`config.mk`:
```
export PLATFORM = sky130hd
export DESIGN_NAME = memory_controller
export DESIGN_NICKNAME = d
export VERILOG_FILES = /design/src/hdl/mem_pkg.sv /design/src/hdl/memory_controller.sv
export SDC_FILE = /design/constraint.sdc
export NUM_CORES = 1
export LEC_CHECK = 0
export BUFFER_PORTS_ARGS = -buffer_cell sky130_fd_sc_hd__buf_2
export CELL_PAD_IN_SITES_DETAIL_PLACEMENT = 0
export CELL_PAD_IN_SITES_GLOBAL_PLACEMENT = 1
export CORE_ASPECT_RATIO = 1.2
export CORE_MARGIN = 8
export CORE_UTILIZATION = 14
export DETAILED_ROUTE_END_ITERATION = 7
export PLACE_DENSITY = 0.86
export SETUP_SLACK_MARGIN = 0.1
export SLEW_MARGIN = 20
export SYNTH_ARGS = -nofsm -noshare
export SYNTH_HDL_FRONTEND = slang
export SYNTH_SLANG_ARGS = --single-unit
```
`constraint.sdc`:
```
create_clock -name vclk -period 1.9
set_input_delay 0.285 -clock vclk [all_inputs]
set_output_delay 0.285 -clock vclk [all_outputs]
set_load 0.1 [all_outputs]
```
`src/hdl/mem_pkg.sv`:
```
// mem_pkg holds the types shared by the memory path of the core
// word, address and byte-lane types plus the port request/response structs
package mem_pkg;

  typedef logic [31:0] word_t;    // one data word
  typedef logic [31:0] addr_t;    // byte address
  typedef logic [3:0]  byte_en_t; // bit i enables byte i

  // legal byte-enable codes
  localparam byte_en_t BE_WORD  = 4'hf; // full word
  localparam byte_en_t BE_BYTE0 = 4'h1;
  localparam byte_en_t BE_BYTE1 = 4'h2;
  localparam byte_en_t BE_BYTE2 = 4'h4;
  localparam byte_en_t BE_BYTE3 = 4'h8;
  localparam byte_en_t BE_HALF0 = 4'h3; // low halfword
  localparam byte_en_t BE_HALF1 = 4'hc; // high halfword

  // port request held steady until busy drops
  typedef struct packed {
    logic     ren;
    logic     wen;
    addr_t    addr;
    byte_en_t byte_en;
    word_t    wdata;   // store data in the low bytes as issued by the core
  } ram_req_t;

  // memory back to port
  typedef struct packed {
    logic  busy;   // high until the access completes
    word_t rdata;  // whole addressed word
  } ram_rsp_t;

  // true for the seven byte-enable codes the core may issue
  function automatic logic legal_be(input byte_en_t be);
    case (be)
      BE_WORD, BE_BYTE0, BE_BYTE1, BE_BYTE2,
      BE_BYTE3, BE_HALF0, BE_HALF1: legal_be = 1'b1;
      default:                      legal_be = 1'b0;
    endcase
  endfunction

endpackage

```
`src/hdl/memory_controller.sv`:
```
`timescale 1ns/1ps
// memory_controller arbitrates the fetch and load/store ports onto one RAM
// data port wins whenever it has a request; store data is moved into
// the byte lanes picked by the forwarded byte enable
module memory_controller
  import mem_pkg::*;
(
  input  ram_req_t d_req,   // load/store port
  output ram_rsp_t d_rsp,
  input  ram_req_t i_req,   // fetch port
  output ram_rsp_t i_rsp,
  output ram_req_t mem_req, // toward the RAM
  input  ram_rsp_t mem_rsp
);

  logic     d_active;      // data port owns the RAM this cycle
  byte_en_t sel_be;        // byte enable of the winning port
  word_t    aligned_wdata; // store data shifted into its lanes

  assign d_active = d_req.ren | d_req.wen;
  assign sel_be   = d_active ? d_req.byte_en : i_req.byte_en;

  // lane alignment of the data port store data
  always_comb begin
    case (sel_be)
      BE_WORD, BE_BYTE0, BE_HALF0: aligned_wdata = d_req.wdata;       // already in place
      BE_BYTE1:                    aligned_wdata = d_req.wdata << 8;
      BE_BYTE2, BE_HALF1:          aligned_wdata = d_req.wdata << 16;
      BE_BYTE3:                    aligned_wdata = d_req.wdata << 24;
      default:                     aligned_wdata = d_req.wdata;       // illegal code left as is
    endcase
  end

  // request mux
  always_comb begin
    if (d_active) begin
      mem_req.ren     = d_req.ren;
      mem_req.wen     = d_req.wen;
      mem_req.addr    = d_req.addr;
      mem_req.byte_en = d_req.byte_en;
    end else begin
      mem_req.ren     = i_req.ren;
      mem_req.wen     = i_req.wen;
      mem_req.addr    = i_req.addr;
      mem_req.byte_en = i_req.byte_en;
    end
    mem_req.wdata = aligned_wdata;
  end

  // losing port sees busy
  always_comb begin
    if (d_active) begin
      d_rsp.busy = mem_rsp.busy;
      i_rsp.busy = 1'b1;        // fetch stalls behind data
    end else begin
      d_rsp.busy = 1'b1;        // idle data port reads busy
      i_rsp.busy = mem_rsp.busy;
    end
  end

  // both ports get the full word
  assign d_rsp.rdata = mem_rsp.rdata;
  assign i_rsp.rdata = mem_rsp.rdata;

  // protocol checks on what the core presents
  always_comb begin
    if (mem_req.wen) begin
      // writes reaching the RAM must carry one of the seven codes
      assert final (legal_be(mem_req.byte_en))
        else $error("write with illegal byte enable %h", mem_req.byte_en);
    end
    // a requester raises one operation at a time
    assert final (!(d_req.ren && d_req.wen) && !(i_req.ren && i_req.wen))
      else $error("port raised ren and wen together");
  end

endmodule

```
==> qor.csv <==
stage,metric,value,unit
outcome,status,"complete, but fails checks",
outcome,failing checks,negative setup slack,
power_and_ir_drop,P_int,866,uW
setup_path,Worst setup SP type,input pin,
power_and_ir_drop,clock power share,0,
sta,RSZ-0062 raised after global routing,true,
floorplan,# rows,42,
power_and_ir_drop,LEAKAGE,0.00166,uW
cells_and_area,layout cells sized above 1,0.868,
routing,WL per Instance,20.8,um
routing,DRC violation count after routing,0,
cells_and_area,seq_cells,0,
worst_hold_path,Tightest Hold Check Type,input pin to output port,
setup_path,"CP delay by family, top",buffers and inverters,
synthesis,synth warn,0,
cells_and_area,most frequent cells in the layout,"buf_2, buf_12, mux2_2, a21o_4",
routing,total wire length,9220,um
sta,Fin. Hold Viols,0,
floorplan,IO Count,309,
sta,setup TNS,-5.37,ns
routing,antenna-violating nets left,0,
synthesis,sequential element share of the synthesized area,0,
sta,fin. max-slew vios,0,
power_and_ir_drop,sw frac,0.619,
cells_and_area,clkbuf count,0,
sta,minimum clock period,2.13,ns
setup_path,Crit path required time,1.62,ns
placed_design,HPWL Detailed,8000,um
routing,vias per cell,4.20,
routing,initial drt markers,73,
synthesis,Netlist cell types,26,
floorplan,Initial Util,0.142,
cells_and_area,# nets final,486,
setup_path,cell mode on critical path,buf_12,
run,Max Cap Viol,0,
global_route,vias in the first global route,2034,
synthesis,leading post-synthesis cells by cell area,"buf_4, mux2_2, a22o_1, a21o_1, a221o_1",
global_route,GRT overflow,0,
setup_path,CP max FO,20,
cells_and_area,"commonest non-fill, non-tap cell in the layout",buf_2,
synthesis,leading area contributor after synthesis,buf_4,
placed_design,Place WS,-0.304,ns
setup_path,Worst setup EP type,output port,
global_route,largest net degree at the start of global routing,36,
cells_and_area,P&R area growth vs syn,131,%
global_route,first-pass GRT wire length,12800,um
cells_and_area,Seq. cell area,0,sq um
power_and_ir_drop,Comb power frac,1.000,
synthesis,post-synthesis instance total,189,
setup_path,CP Data Arrival Time,1.85,ns
global_route,total global-route track usage,0.114,
synthesis,syn_nets,362,
placed_design,RD Place Congestion,0.873,
cells_and_area,diode count,0,
setup_path,crit path kind,input pin to output port,
floorplan,Die ar.,14600,sq um
sta,crit share post-route,1.12,
sta,Min Hold Slack,0.570,ns
floorplan,core area,10900,sq um
setup_path,slowest CP cell,mux2i_2,
routing,router iterations before antenna repair,2,
power_and_ir_drop,PD cells,638,nW/um^2
routing,vias,1861,
synthesis,syn avg cell area,8.16,sq um
placed_design,I/O Buffers,181,
global_route,initial antenna violation count,1,
sta,max_slew headroom,0.662,
setup_path,"Largest stage delay, worst path",0.28,ns
synthesis,post-synth top area share,0.312,
floorplan,Die Y,131,um
sta,worst setup margin,-0.232,ns
power_and_ir_drop,Seq pwr share,0,
sta,fmax,0.469,GHz
power_and_ir_drop,P_sw,1410,uW
power_and_ir_drop,worst vdd ir,0.000346,V
sta,actual slew at the worst max-slew pin,0.500,ns
synthesis,Post-Syn Area,1540,sq um
setup_path,sum of buffers and inverters on the critical path,4,
sta,endpoints failing setup,32,
floorplan,Die X,112,um
setup_path,worst-path cell chain,buf_6 -> nor2_4 -> mux2i_2 -> xnor2_1 -> nand2_1 -> buf_12 -> buf_12 -> a21o_4 -> buf_12,
==> cell families after synthesis <==
kind of cell | share of synthesized area
muxes | 0.277
xor gates and xnor gates | 0.00568
buffers and inverters | 0.357
AOI/OAI and AO/OA | 0.240
and+or+nand+nor | 0.120
==> Yosys cell counts <==
library cell,number
a21o_1,17
a221o_1,8
a22o_1,16
and2_1,8
buf_2,8
buf_4,64
buf_6,1
clkbuf_1,1
inv_1,4
mux2_2,34
mux2i_1,3
mux2i_2,1
nand2_1,1
nand3b_1,1
nand4b_1,1
nor2_1,2
nor2_4,1
nor2b_1,8
nor3b_1,1
nor4b_1,3
o21a_2,1
o21ai_0,1
o21ai_2,1
or2_2,1
or3_1,1
xnor2_1,1
==> through the flow <==
step	util	instance area, sq um	power (uW)	cells
after global routing	0.327	3560	2340	443
after detailed placement	0.311	3380	2220	441
final	0.327	3560	2270	443
after CTS	0.315	3430	2230	441
after floorplan	-	1750	2010	189
after global placement	0.311	3380	2200	441
==> final timing paths <==
path	start	endpoint	slack, ns	cells after the start
worst min-delay path	mem_rsp[28]	d_rsp[28]	0.57	0
worst max-delay path	d_req[69]	mem_req[27]	-0.23	9
==> power by group through the flow <==
stage                     Clock, uW  Combinational, uW  Sequential (uW)
after global routing              0               2340                0
after detailed placement          0               2220                0
after floorplan                   0               2010                0
final                             0               2270                0
after global placement            0               2200                0
after CTS                         0               2230                0
==> cell type report <==
class                      count  area [sq um]
tap                          132           165
fill                        1065          7320
inverter                       4          15.0
multi-input combinational    111          1220
timing repair buffer         196          2160
==> what timing repair did <==
item	CTS	global route
hold buffers	0	0
cloned	0	1
buffers inserted	0	1
pin swaps	2	1
resized for setup	11	24
endpoints found under the setup margin	66	66
==> layer usage <==
layer  vias up  track usage  part of all wire
met3        30       0.0524              0.12
met1       818        0.116              0.36
met5         -            0            0.0020
met2       149        0.205              0.48
met4         2       0.0346             0.030
li1        862            -                 -
Note: power is estimated with default switching activity, not from simulation.
